## config.mk

```make
export PLATFORM = sky130hd
export DESIGN_NAME = pcxt_audio_top
export DESIGN_NICKNAME = d
export VERILOG_FILES = /design/src/verilog/audio_control_pkg.sv /design/src/verilog/audio_format_pkg.sv /design/src/verilog/pcxt_audio_top.sv /design/src/verilog/audio_compressor.sv /design/src/verilog/audio_mix_stage.sv /design/src/verilog/audio_source_sync.sv
export SDC_FILE = /design/constraint.sdc
export NUM_CORES = 1
export LEC_CHECK = 0
export ABC_AREA = 1
export BUFFER_PORTS_ARGS = -buffer_cell sky130_fd_sc_hd__buf_2
export CAP_MARGIN = 40
export CORE_MARGIN = 8
export CORE_UTILIZATION = 43
export DETAILED_ROUTE_END_ITERATION = 8
export GPL_TIMING_DRIVEN = 0
export SLEW_MARGIN = 15
export SYNTH_ARGS = -nofsm -noshare
export SYNTH_HDL_FRONTEND = slang
export SYNTH_SLANG_ARGS = --single-unit
export TNS_END_PERCENT = 20
```

## constraint.sdc

```tcl
create_clock -name clk_chipset -period 6.1 [get_ports clk_chipset]
set_clock_uncertainty 0.05 [all_clocks]
set_input_delay 1.22 -clock clk_chipset [delete_from_list [all_inputs] [get_ports clk_chipset]]
set_output_delay 1.22 -clock clk_chipset [all_outputs]
set_load 0.02 [all_outputs]
```

## src/verilog/audio_control_pkg.sv

```systemverilog
// User control field widths, boost codes and default curve constants for the audio path

package audio_control_pkg;

	//////////////////////////////////////////////////////////////////////
	// Control field widths
	//////////////////////////////////////////////////////////////////////

	// Tandy and speaker volume, as a left shift amount
	localparam int VOLUME_W = 2;

	// Boost selector
	localparam int BOOST_W = 2;

	//////////////////////////////////////////////////////////////////////
	// Boost codes
	//////////////////////////////////////////////////////////////////////

	// Mix goes straight to the output
	localparam logic [BOOST_W-1:0] BOOST_OFF = 2'd0;
	// Low curve
	localparam logic [BOOST_W-1:0] BOOST_2X = 2'd1;
	// High curve, code 3 lands here too
	localparam logic [BOOST_W-1:0] BOOST_4X = 2'd2;

	//////////////////////////////////////////////////////////////////////
	// Default compressor curves
	//////////////////////////////////////////////////////////////////////

	// 2x boost, 4:1 above the knee
	localparam int unsigned LOW_RATIO = 4;
	localparam int unsigned LOW_GAIN = 2;

	// 4x boost, 8:1 above the knee
	localparam int unsigned HIGH_RATIO = 8;
	localparam int unsigned HIGH_GAIN = 4;

endpackage

```

## src/verilog/audio_format_pkg.sv

```systemverilog
// Sample and mix width constants, imported by the audio RTL and its testbench

package audio_format_pkg;

	//////////////////////////////////////////////////////////////////////
	// Source sample widths
	//////////////////////////////////////////////////////////////////////

	// FM (OPL2) sample, two's complement
	localparam int OPL_W = 16;

	// Tandy PSG sample, unsigned
	localparam int TANDY_W = 14;

	//////////////////////////////////////////////////////////////////////
	// Datapath widths
	//////////////////////////////////////////////////////////////////////

	// Output sample and per-source level, signed
	localparam int SAMPLE_W = 16;

	// Sum width, one guard bit for overflow detect
	localparam int MIX_W = SAMPLE_W + 1;

	// Speaker pulse sits above this many zero bits
	localparam int SPEAKER_FRAC_W = 11;

endpackage
```

## src/verilog/pcxt_audio_top.sv

```systemverilog
// Audio path top level: source capture, mix and compressor, driving mono to both channels
`timescale 1ns/1ps

module pcxt_audio_top #(
	// Compressor curves, passed straight down
	parameter int unsigned LOW_RATIO  = audio_control_pkg::LOW_RATIO,
	parameter int unsigned LOW_GAIN   = audio_control_pkg::LOW_GAIN,
	parameter int unsigned HIGH_RATIO = audio_control_pkg::HIGH_RATIO,
	parameter int unsigned HIGH_GAIN  = audio_control_pkg::HIGH_GAIN
) (
	input  logic                                     clk_chipset,
	input  logic                                     reset_wire,

	// Sound sources
	input  logic [audio_format_pkg::OPL_W-1:0]       opl_sample_in,
	input  logic [audio_format_pkg::TANDY_W-1:0]     tandy_sample_in,
	input  logic [audio_control_pkg::VOLUME_W-1:0]   tandy_volume,
	input  logic                                     speaker_bit,
	input  logic [audio_control_pkg::VOLUME_W-1:0]   speaker_volume,

	// Compressor control
	input  logic [audio_control_pkg::BOOST_W-1:0]    boost_mode,

	// Mono result on both channels
	output logic [audio_format_pkg::SAMPLE_W-1:0]    audio_left,
	output logic [audio_format_pkg::SAMPLE_W-1:0]    audio_right
);

	import audio_format_pkg::*;

	//////////////////////////////////////////////////////////////////////
	// Stage links
	//////////////////////////////////////////////////////////////////////

	logic [MIX_W-1:0]    opl_level;
	logic [MIX_W-1:0]    tandy_level;
	logic [MIX_W-1:0]    speaker_level;
	logic [SAMPLE_W-1:0] mix_sample;
	logic [SAMPLE_W-1:0] audio_sample;

	// Stable capture and volume scaling
	audio_source_sync u_audio_source_sync (
		.clk_chipset     (clk_chipset),
		.reset_wire      (reset_wire),
		.opl_sample_in   (opl_sample_in),
		.tandy_sample_in (tandy_sample_in),
		.tandy_volume    (tandy_volume),
		.speaker_bit     (speaker_bit),
		.speaker_volume  (speaker_volume),
		.opl_level       (opl_level),
		.tandy_level     (tandy_level),
		.speaker_level   (speaker_level)
	);

	// Sum and clamp
	audio_mix_stage u_audio_mix_stage (
		.clk_chipset   (clk_chipset),
		.reset_wire    (reset_wire),
		.opl_level     (opl_level),
		.tandy_level   (tandy_level),
		.speaker_level (speaker_level),
		.mix_sample    (mix_sample)
	);

	// Boost curve or bypass
	audio_compressor #(
		.LOW_RATIO  (LOW_RATIO),
		.LOW_GAIN   (LOW_GAIN),
		.HIGH_RATIO (HIGH_RATIO),
		.HIGH_GAIN  (HIGH_GAIN)
	) u_audio_compressor (
		.clk_chipset  (clk_chipset),
		.reset_wire   (reset_wire),
		.mix_sample   (mix_sample),
		.boost_mode   (boost_mode),
		.audio_sample (audio_sample)
	);

	// Same sample left and right
	assign audio_left  = audio_sample;
	assign audio_right = audio_sample;

endmodule

```

## src/verilog/audio_compressor.sv

```systemverilog
// Dynamic range compressor that applies the selected boost curve to the mix or bypasses it
`timescale 1ns/1ps

module audio_compressor #(
	// Low curve ratio above the knee and gain below it
	parameter int unsigned LOW_RATIO  = audio_control_pkg::LOW_RATIO,
	parameter int unsigned LOW_GAIN   = audio_control_pkg::LOW_GAIN,
	// High curve
	parameter int unsigned HIGH_RATIO = audio_control_pkg::HIGH_RATIO,
	parameter int unsigned HIGH_GAIN  = audio_control_pkg::HIGH_GAIN
) (
	input  logic                                     clk_chipset,
	input  logic                                     reset_wire,

	// Clamped mix from the mix stage
	input  logic [audio_format_pkg::SAMPLE_W-1:0]    mix_sample,

	// Curve select with bypass at BOOST_OFF
	input  logic [audio_control_pkg::BOOST_W-1:0]    boost_mode,

	output logic [audio_format_pkg::SAMPLE_W-1:0]    audio_sample
);

	import audio_format_pkg::*;
	import audio_control_pkg::*;

	//////////////////////////////////////////////////////////////////////
	// Curve constants
	//////////////////////////////////////////////////////////////////////

	// Largest positive sample
	localparam int unsigned FULL_SCALE = (2 ** (SAMPLE_W - 1)) - 1;

	// Input level where the gain segment hands over to the compressed slope
	localparam int unsigned LOW_THRESH =
		((FULL_SCALE * (LOW_RATIO - 1)) / ((LOW_RATIO * LOW_GAIN) - 1)) + 1;
	localparam int unsigned HIGH_THRESH =
		((FULL_SCALE * (HIGH_RATIO - 1)) / ((HIGH_RATIO * HIGH_GAIN) - 1)) + 1;

	// Output level at the threshold
	localparam int unsigned LOW_KNEE  = LOW_THRESH * LOW_GAIN;
	localparam int unsigned HIGH_KNEE = HIGH_THRESH * HIGH_GAIN;

	//////////////////////////////////////////////////////////////////////
	// Curve function
	//////////////////////////////////////////////////////////////////////

	// Curve on the magnitude with the sign put back at the end
	function automatic logic [SAMPLE_W-1:0] curve_value(
		input logic [SAMPLE_W-1:0] sample,
		input int unsigned         thresh,
		input int unsigned         knee,
		input int unsigned         ratio,
		input int unsigned         gain
	);
		logic [SAMPLE_W:0] mag;
		logic [31:0]       level;
		logic [31:0]       neg_level;
		// Extra bit so -32768 gets its true magnitude
		mag = sample[SAMPLE_W-1] ? ({1'b0, ~sample} + 1'b1) : {1'b0, sample};
		if (mag < thresh) begin
			// Linear gain below threshold
			level = mag * gain;
		end else begin
			// Compressed slope above it
			level = ((mag - thresh) / ratio) + knee;
		end
		neg_level = ~level + 32'd1;
		curve_value = sample[SAMPLE_W-1] ? neg_level[SAMPLE_W-1:0] : level[SAMPLE_W-1:0];
	endfunction

	//////////////////////////////////////////////////////////////////////
	// Curve evaluation and register
	//////////////////////////////////////////////////////////////////////

	logic [SAMPLE_W-1:0] low_value;
	logic [SAMPLE_W-1:0] high_value;
	logic                high_sel;
	logic [SAMPLE_W-1:0] curve_q;

	always_comb begin
		low_value  = curve_value(mix_sample, LOW_THRESH, LOW_KNEE, LOW_RATIO, LOW_GAIN);
		high_value = curve_value(mix_sample, HIGH_THRESH, HIGH_KNEE, HIGH_RATIO, HIGH_GAIN);
		// Codes 2 and 3 both pick the high curve
		high_sel   = (boost_mode >= BOOST_4X);
	end

	always_ff @(posedge clk_chipset or posedge reset_wire) begin
		if (reset_wire) begin
			curve_q <= '0;
		end else begin
			curve_q <= high_sel ? high_value : low_value;
		end
	end

	//////////////////////////////////////////////////////////////////////
	// Output select
	//////////////////////////////////////////////////////////////////////

	// Bypass skips the curve register entirely
	always_comb begin
		if (boost_mode == BOOST_OFF) begin
			audio_sample = mix_sample;
		end else begin
			audio_sample = curve_q;
		end
	end

endmodule

```

## src/verilog/audio_mix_stage.sv

```systemverilog
// Mix stage: sums the three source levels and saturates the result to one sample word
`timescale 1ns/1ps

module audio_mix_stage (
	input  logic                                   clk_chipset,
	input  logic                                   reset_wire,

	// Source levels, already sign extended to guard width
	input  logic [audio_format_pkg::MIX_W-1:0]     opl_level,
	input  logic [audio_format_pkg::MIX_W-1:0]     tandy_level,
	input  logic [audio_format_pkg::MIX_W-1:0]     speaker_level,

	// Clamped mono mix
	output logic [audio_format_pkg::SAMPLE_W-1:0]  mix_sample
);

	import audio_format_pkg::*;

	//////////////////////////////////////////////////////////////////////
	// Sum register
	//////////////////////////////////////////////////////////////////////

	// Three-way sum at guard width
	logic [MIX_W-1:0] sum_q;

	always_ff @(posedge clk_chipset or posedge reset_wire) begin
		if (reset_wire) begin
			sum_q <= '0;
		end else begin
			sum_q <= opl_level + tandy_level + speaker_level;
		end
	end

	//////////////////////////////////////////////////////////////////////
	// Saturation
	//////////////////////////////////////////////////////////////////////

	logic                overflow;
	logic [SAMPLE_W-1:0] clamped;

	always_comb begin
		// Guard bit and sample sign disagree on overflow
		overflow = sum_q[MIX_W-1] ^ sum_q[MIX_W-2];
		if (overflow) begin
			// Full scale, direction from the guard bit
			clamped = {sum_q[MIX_W-1], {(SAMPLE_W-1){~sum_q[MIX_W-1]}}};
		end else begin
			clamped = sum_q[SAMPLE_W-1:0];
		end
	end

	// Output register
	always_ff @(posedge clk_chipset or posedge reset_wire) begin
		if (reset_wire) begin
			mix_sample <= '0;
		end else begin
			mix_sample <= clamped;
		end
	end

endmodule

```

## src/verilog/audio_source_sync.sv

```systemverilog
// Source capture stage that filters FM and Tandy samples for stability and forms source levels
`timescale 1ns/1ps

module audio_source_sync (
	input  logic                                      clk_chipset,
	input  logic                                      reset_wire,

	// FM sample that may change at any time
	input  logic [audio_format_pkg::OPL_W-1:0]        opl_sample_in,

	// Tandy sample and its volume shift
	input  logic [audio_format_pkg::TANDY_W-1:0]      tandy_sample_in,
	input  logic [audio_control_pkg::VOLUME_W-1:0]    tandy_volume,

	// PC speaker that sounds when low
	input  logic                                      speaker_bit,
	input  logic [audio_control_pkg::VOLUME_W-1:0]    speaker_volume,

	// Levels to the mix stage at guard width
	output logic [audio_format_pkg::MIX_W-1:0]        opl_level,
	output logic [audio_format_pkg::MIX_W-1:0]        tandy_level,
	output logic [audio_format_pkg::MIX_W-1:0]        speaker_level
);

	import audio_format_pkg::*;

	//////////////////////////////////////////////////////////////////////
	// Field widths
	//////////////////////////////////////////////////////////////////////

	// Zero pad that lifts the Tandy sample to a full sample word
	localparam int TANDY_PAD_W = SAMPLE_W - TANDY_W;

	// Speaker field between 2 top zero bits and the fraction zeros
	localparam int SPK_FIELD_W = MIX_W - SPEAKER_FRAC_W - 2;

	//////////////////////////////////////////////////////////////////////
	// Volume scaling ahead of capture
	//////////////////////////////////////////////////////////////////////

	logic [SAMPLE_W-1:0]    tandy_scaled;
	logic [SPK_FIELD_W-1:0] spk_field;

	always_comb begin
		// Shift inside 16 bits so upper bits fall off
		tandy_scaled = {{TANDY_PAD_W{1'b0}}, tandy_sample_in} << tandy_volume;
		// Single pulse bit walks up with the volume
		spk_field = {{(SPK_FIELD_W-1){1'b0}}, ~speaker_bit} << speaker_volume;
	end

	//////////////////////////////////////////////////////////////////////
	// FM capture
	//////////////////////////////////////////////////////////////////////

	// Two-deep capture with the newest first
	logic [OPL_W-1:0] opl_cap0;
	logic [OPL_W-1:0] opl_cap1;

	always_ff @(posedge clk_chipset or posedge reset_wire) begin
		if (reset_wire) begin
			opl_cap0  <= '0;
			opl_cap1  <= '0;
			opl_level <= '0;
		end else begin
			opl_cap0 <= opl_sample_in;
			opl_cap1 <= opl_cap0;
			// Only take a value seen on two reads in a row
			if (opl_cap0 == opl_cap1) begin
				opl_level <= {{(MIX_W-OPL_W){opl_cap1[OPL_W-1]}}, opl_cap1};
			end
		end
	end

	//////////////////////////////////////////////////////////////////////
	// Tandy capture
	//////////////////////////////////////////////////////////////////////

	// Captures the already scaled value
	logic [SAMPLE_W-1:0] tandy_cap0;
	logic [SAMPLE_W-1:0] tandy_cap1;

	always_ff @(posedge clk_chipset or posedge reset_wire) begin
		if (reset_wire) begin
			tandy_cap0  <= '0;
			tandy_cap1  <= '0;
			tandy_level <= '0;
		end else begin
			tandy_cap0 <= tandy_scaled;
			tandy_cap1 <= tandy_cap0;
			// Bit 15 is treated as sign after the shift
			if (tandy_cap0 == tandy_cap1) begin
				tandy_level <= {{(MIX_W-SAMPLE_W){tandy_cap1[SAMPLE_W-1]}}, tandy_cap1};
			end
		end
	end

	//////////////////////////////////////////////////////////////////////
	// Speaker level
	//////////////////////////////////////////////////////////////////////

	// Single register without a stability filter
	always_ff @(posedge clk_chipset or posedge reset_wire) begin
		if (reset_wire) begin
			speaker_level <= '0;
		end else begin
			speaker_level <= {2'b00, spk_field, {SPEAKER_FRAC_W{1'b0}}};
		end
	end

endmodule

```

* Yosys cells after proc, flatten, opt, wreduce, memory -nomap -nowiden
Index checks and enable logic that the tools add are counted.
** Storage, ports and cells
- Output and inout bits :: 32
- Flip-flop bits (word level) :: 149
- Input port bits :: 39
- Word-level logic and storage cells :: 41
** Operators by class
- Add/sub/neg operators :: 9
- Reductions and logical operators :: 1
- Shift operators :: 2
- Equal/unequal tests :: 2
- Bitwise gates (word level) :: 6
- Muxes and demuxes :: 8
- $lt $le $gt $ge :: 3
** Operator list (number)
- $mux 16 :: 7
- $not 16->16 :: 3
- $add 16x1->16 const B :: 2
- $add 16x15->16 const B :: 2
- $eq 16x16->1 :: 2
- $sub 17x13->18 const B :: 1
- $sub 17x14->18 const B :: 1
- $add 16x1->17 const B :: 1
- $add 16x16->17 :: 1
- $add 17x15->17 :: 1
- $lt 17x13->1 const B :: 1
- $lt 17x14->1 const B :: 1
- $mux 17 :: 1
- $shl 14x2->16 :: 1
- $shl 1x2->4 :: 1
- $ge 2x2->1 const B :: 1
- $logic_not 2->1 :: 1
- $not 1->1 :: 2
- $xor 1x1->1 :: 1

* Depth between registers and ports, before layout
- Depth in word-level cells :: 10
- Mapped depth :: 27

* Cells and area by module
From an unflattened synthesis, not the netlist that was laid out.
** Second synthesis, totals
- Cells, all modules :: 1374
- Area, all modules :: 10025.9 um^2
** By module, submodules not included
- audio_source_sync :: cells each 446, area an instance 4111.4 um^2, times used 1, seq. area each 2502.4 um^2
- audio_compressor :: cells each 634, area an instance 3488.3 um^2, times used 1, seq. area each 400.4 um^2
- audio_mix_stage :: cells each 278, area an instance 2306.0 um^2, times used 1, seq. area each 825.8 um^2
- pcxt_audio_top :: cells each 16, area an instance 120.1 um^2, times used 1, seq. area each 0.0 um^2

* Least setup slack after synthesis
Ideal clock, no wire load.
- Path type :: input to output
- From :: input port boost_mode[1] (netlist name)
- To :: output port audio_right[10] (netlist name)
- Cell stages on the path :: 6
- Buffers on the path :: 4
- Data arrival time :: 2.562 ns
- Data required time :: 4.830 ns
- Setup slack :: 2.268 ns
- Cells stage by stage :: clkbuf_1 nor2_1 clkbuf_1 clkbuf_1 a21oi_1 buf_4
** On the way
- Word-level cells in the longest chain between the ends :: 2
** RTL lines
- from (decl) :: RTL line pcxt_audio_top.sv:22 : input logic [audio_control_pkg::BOOST_W-1:0] boost_mode,
- $logic_not 2->1 :: RTL line audio_compressor.sv:102 : if (boost_mode == BOOST_OFF) begin
- $mux 16 :: RTL line audio_compressor.sv:102
- to (decl) :: RTL line pcxt_audio_top.sv:26 : output logic [audio_format_pkg::SAMPLE_W-1:0] audio_right
Every way passes these cells.

* Final worst setup path
- From :: input port boost_mode[1] (netlist name)
- To :: output port audio_right[3] (netlist name)
The elaborated chain is that of the path after synthesis.

==> impl_metrics.yaml <==
synthesis:
  ys_dominant_reg_cell: "dfrtp_1"
  syn_inst: 1089
  avgSynthCellArea_um2: 8.40
  yosysMostFrequentCell: "nand2_1"
  synth_fp_nets: 1170
  synth_edf_count: 0
  ys_top_cells_by_area: "dfrtp_1 41%, nand2_1 11%, nand3_1 5.4%, ha_1 5.1%, mux2_2 3.7%"
  yosysSeqAreaShare: 0.408
  synth.lib_cells_used.distinct: 48
  yosysWarnings: 0
  synth_async_sr_flop_share: 1.00
  synth.cells.most_frequent: "274 x nand2_1, 149 x dfrtp_1, 98 x nand3_1"
  yosys.area.top_type: "dfrtp_1"
  netlist.area_leader.share: 0.408
  yosys_register_bits: 149
  post_synth_instance_area_mm2: 0.00915
grt:
  grt_first_pass_wirelength_um: 36000
  grt_max_degree: 97
  grt-busiest-layer: "met2"
  groute.layer.met2.usage: 0.270
  overflow: 0
  gr-usage-all-layers: 0.172
  grt_use_met1: 0.227
  antenna_found_initial: 0
  grtUsageMet3: 0.0372
  first_global_vias: 7163
clock_tree:
  clkLatencyLatePin_ns: 0.42
  clock_sink_count: 149
  ctsHoldBuffers: 0
  cts-buffers-inserted: 17
  post_cts_gate_resize_count: 0
  clock_tree_from_tritoncts: "built"
  cts.repair_timing.setup_buffer_count: 0
  ctsLongestPathBuffers: 2
  clock-root-buffer: "clkbuf_16"
  clk_pin_slew_worst_paths_ns: 0.06
  cts-htree-levels: 4
timing:
  rsz_0062_raised_after_global_routing: "false"
  setup_tns_ns: 0
  fmax_ghz: 0.223
  timing.final.setup_violations: 0
  relSlewSlack: 0.553
  hold_violations: 0
  final_max_slew_viol_count: 0
  tightest_slew_ns: 0.671
  timing.final.crit_share: 0.735
  finalWorstPathRequiredPeriod_ns: 4.48
floorplan:
  dieArea_mm2: 0.0262
  height_of_the_die_um: 162
  std_cell_rows: 53
  core_area_mm2: 0.0210
  start_util: 0.437
  num_io_pins: 71
  die_w_um: 162
placement:
  io_buffer_count: 67
  gp_routability_congestion: 0.928
  hpwl_um: 17100
  place_inst: 1432
routing:
  drt_iter0_markers: 534
  drt.antenna.violating_nets: 0
  drt-vias-per-instance: 5.03
  remaining_drc_errors: 0
  drt_first_pass_iters: 5
  drt-total-wl_um: 21700
  via_count: 7369
  avgRoutedWirePerCell_um: 14.8
cells_and_area:
  antenna-diode-count: 0
  area_delta_synth_final_pct: 14.1
  finish.cell_count_without_fillers: 1464
  design.final.nets: 1257
  share_of_cells_above_drive_strength_1: 0.212
pwr:
  finalPower_mw: 2.59
  power_leakage_nw: 5.59
  worst_ir_drop_vdd_v: 0.000209
  power_density_mw_per_mm2: 248
critical_path:
  timing.critical_path.from_type: "input port"
  classification_of_the_worst_setup_path: "in2out"
  worst_endpoint_data_arrival_time_ns: 3.21
  required_ns: 4.83
  timing.critical_path.to_type: "output port"
  crit_fanout: 10
worst_hold_path:
  type_of_the_tightest_min_delay_check: "reg2reg"
status:
  run_status: "completed"
job:
  drv_cap: 0
-- logic make-up (layout without fill, tap and decap cells) --
kind of cell,after synthesis,in the layout,share of synthesized area
AOI/OAI and AO/OA,114,114,0.0667
xor gates and xnor gates,47,47,0.0450
adders and majority gates,42,42,0.0615
buffers and inverters,132,232,0.0685
DFF,149,149,0.408
muxes,49,49,0.0577
and+or+nand+nor,556,556,0.293
-- worst max-delay path, stage by stage --
cell and delay [ns]:
clkbuf_1 0.20, nor2_1 0.24, clkbuf_1 0.50, clkbuf_1 0.46
a21oi_1 0.25, buf_4 0.18, buf_2 0.15
-- final timing paths --
path                                                    startpoint                            endpoint  slack, ns  cells past startpoint
worst max register to register     u_audio_mix_stage.mix_sample[0]      u_audio_compressor.curve_q[12]       2.45                     23
min in group asynchronous                               reset_wire      u_audio_compressor.curve_q[15]       0.74                      2
worst min-delay path            u_audio_source_sync.tandy_cap0[15]  u_audio_source_sync.tandy_cap1[15]       0.34                      0
worst min register to register  u_audio_source_sync.tandy_cap0[15]  u_audio_source_sync.tandy_cap1[15]       0.34                      0
max in group asynchronous                               reset_wire       u_audio_compressor.curve_q[8]       4.46                      3
worst max-delay path                                 boost_mode[1]                      audio_right[3]       1.62                      7
-- registers in the layout (all words and copies together), names as in the netlist --
name / count
u_audio_source_sync.opl_cap1: 16
u_audio_source_sync.opl_level: 16
u_audio_source_sync.speaker_level: 4
u_audio_source_sync.tandy_level: 16
u_audio_source_sync.tandy_cap0: 16
u_audio_source_sync.tandy_cap1: 16
u_audio_mix_stage.sum_q: 17
u_audio_mix_stage.mix_sample: 16
u_audio_source_sync.opl_cap0: 16
u_audio_compressor.curve_q: 16
-- per-layer routing --
layer / part of all wire / up-vias
li1: - / 3754
met1: 0.47 / 3427
met2: 0.45 / 153
met3: 0.048 / 35
met4: 0.025 / 0
met5: 0 / -
-- cells in the final DEF, fill, tap and decap left out, types with 5 or more instances in the layout --
master	count
a21oi_1	49
buf_2	69
buf_4	18
clkbuf_1	16
clkbuf_16	17
dfrtp_1	149
fa_1	5
ha_1	37
inv_1	73
inv_2	9
mux2_2	30
mux2i_1	19
nand2_1	274
nand2_2	28
nand2_4	15
nand3_1	98
nand3_2	13
nand4_1	15
nor2_1	67
nor2_2	9
nor2_4	8
nor3_1	14
o21ai_0	43
o21ai_1	8
o21ai_2	5
xnor2_1	34
xor2_1	13
-- power by group --
group / internal [mW] / switching [mW] / leakage [nW] / total (mW)
clock network: 0.572 / 0.436 / 0.281 / 1.01
logic: 0.178 / 0.331 / 3.38 / 0.509
registers: 1.04 / 0.0310 / 1.93 / 1.07
-- area by class of cell --
type	instances	area (um^2)
sequential	149	3730
multi-input combinational	808	4790
timing repair buffer	68	363
tap	275	344
inverter	88	353
clock inverter	15	151
clock buffer	17	425
fill	2057	10500
buffer	44	282
-- stage by stage --
| stage | util | instance area (um^2) | hold slack, ns | worst slack [ns] |
|---|---|---|---|---|
| 2_1_floorplan | - | 9150 | 0.323 | 0.822 |
| 3_3_place_gp | 0.469 | 9830 | 0.327 | -0.809 |
| 3_5_place_dp | 0.471 | 9860 | 0.331 | 1.68 |
| 4_1_cts | 0.498 | 10400 | 0.345 | 1.67 |
| 5_1_grt | 0.498 | 10400 | 0.351 | 1.53 |
| 6_report | 0.498 | 10400 | 0.342 | 1.62 |
(Power assumes the default switching activity.)
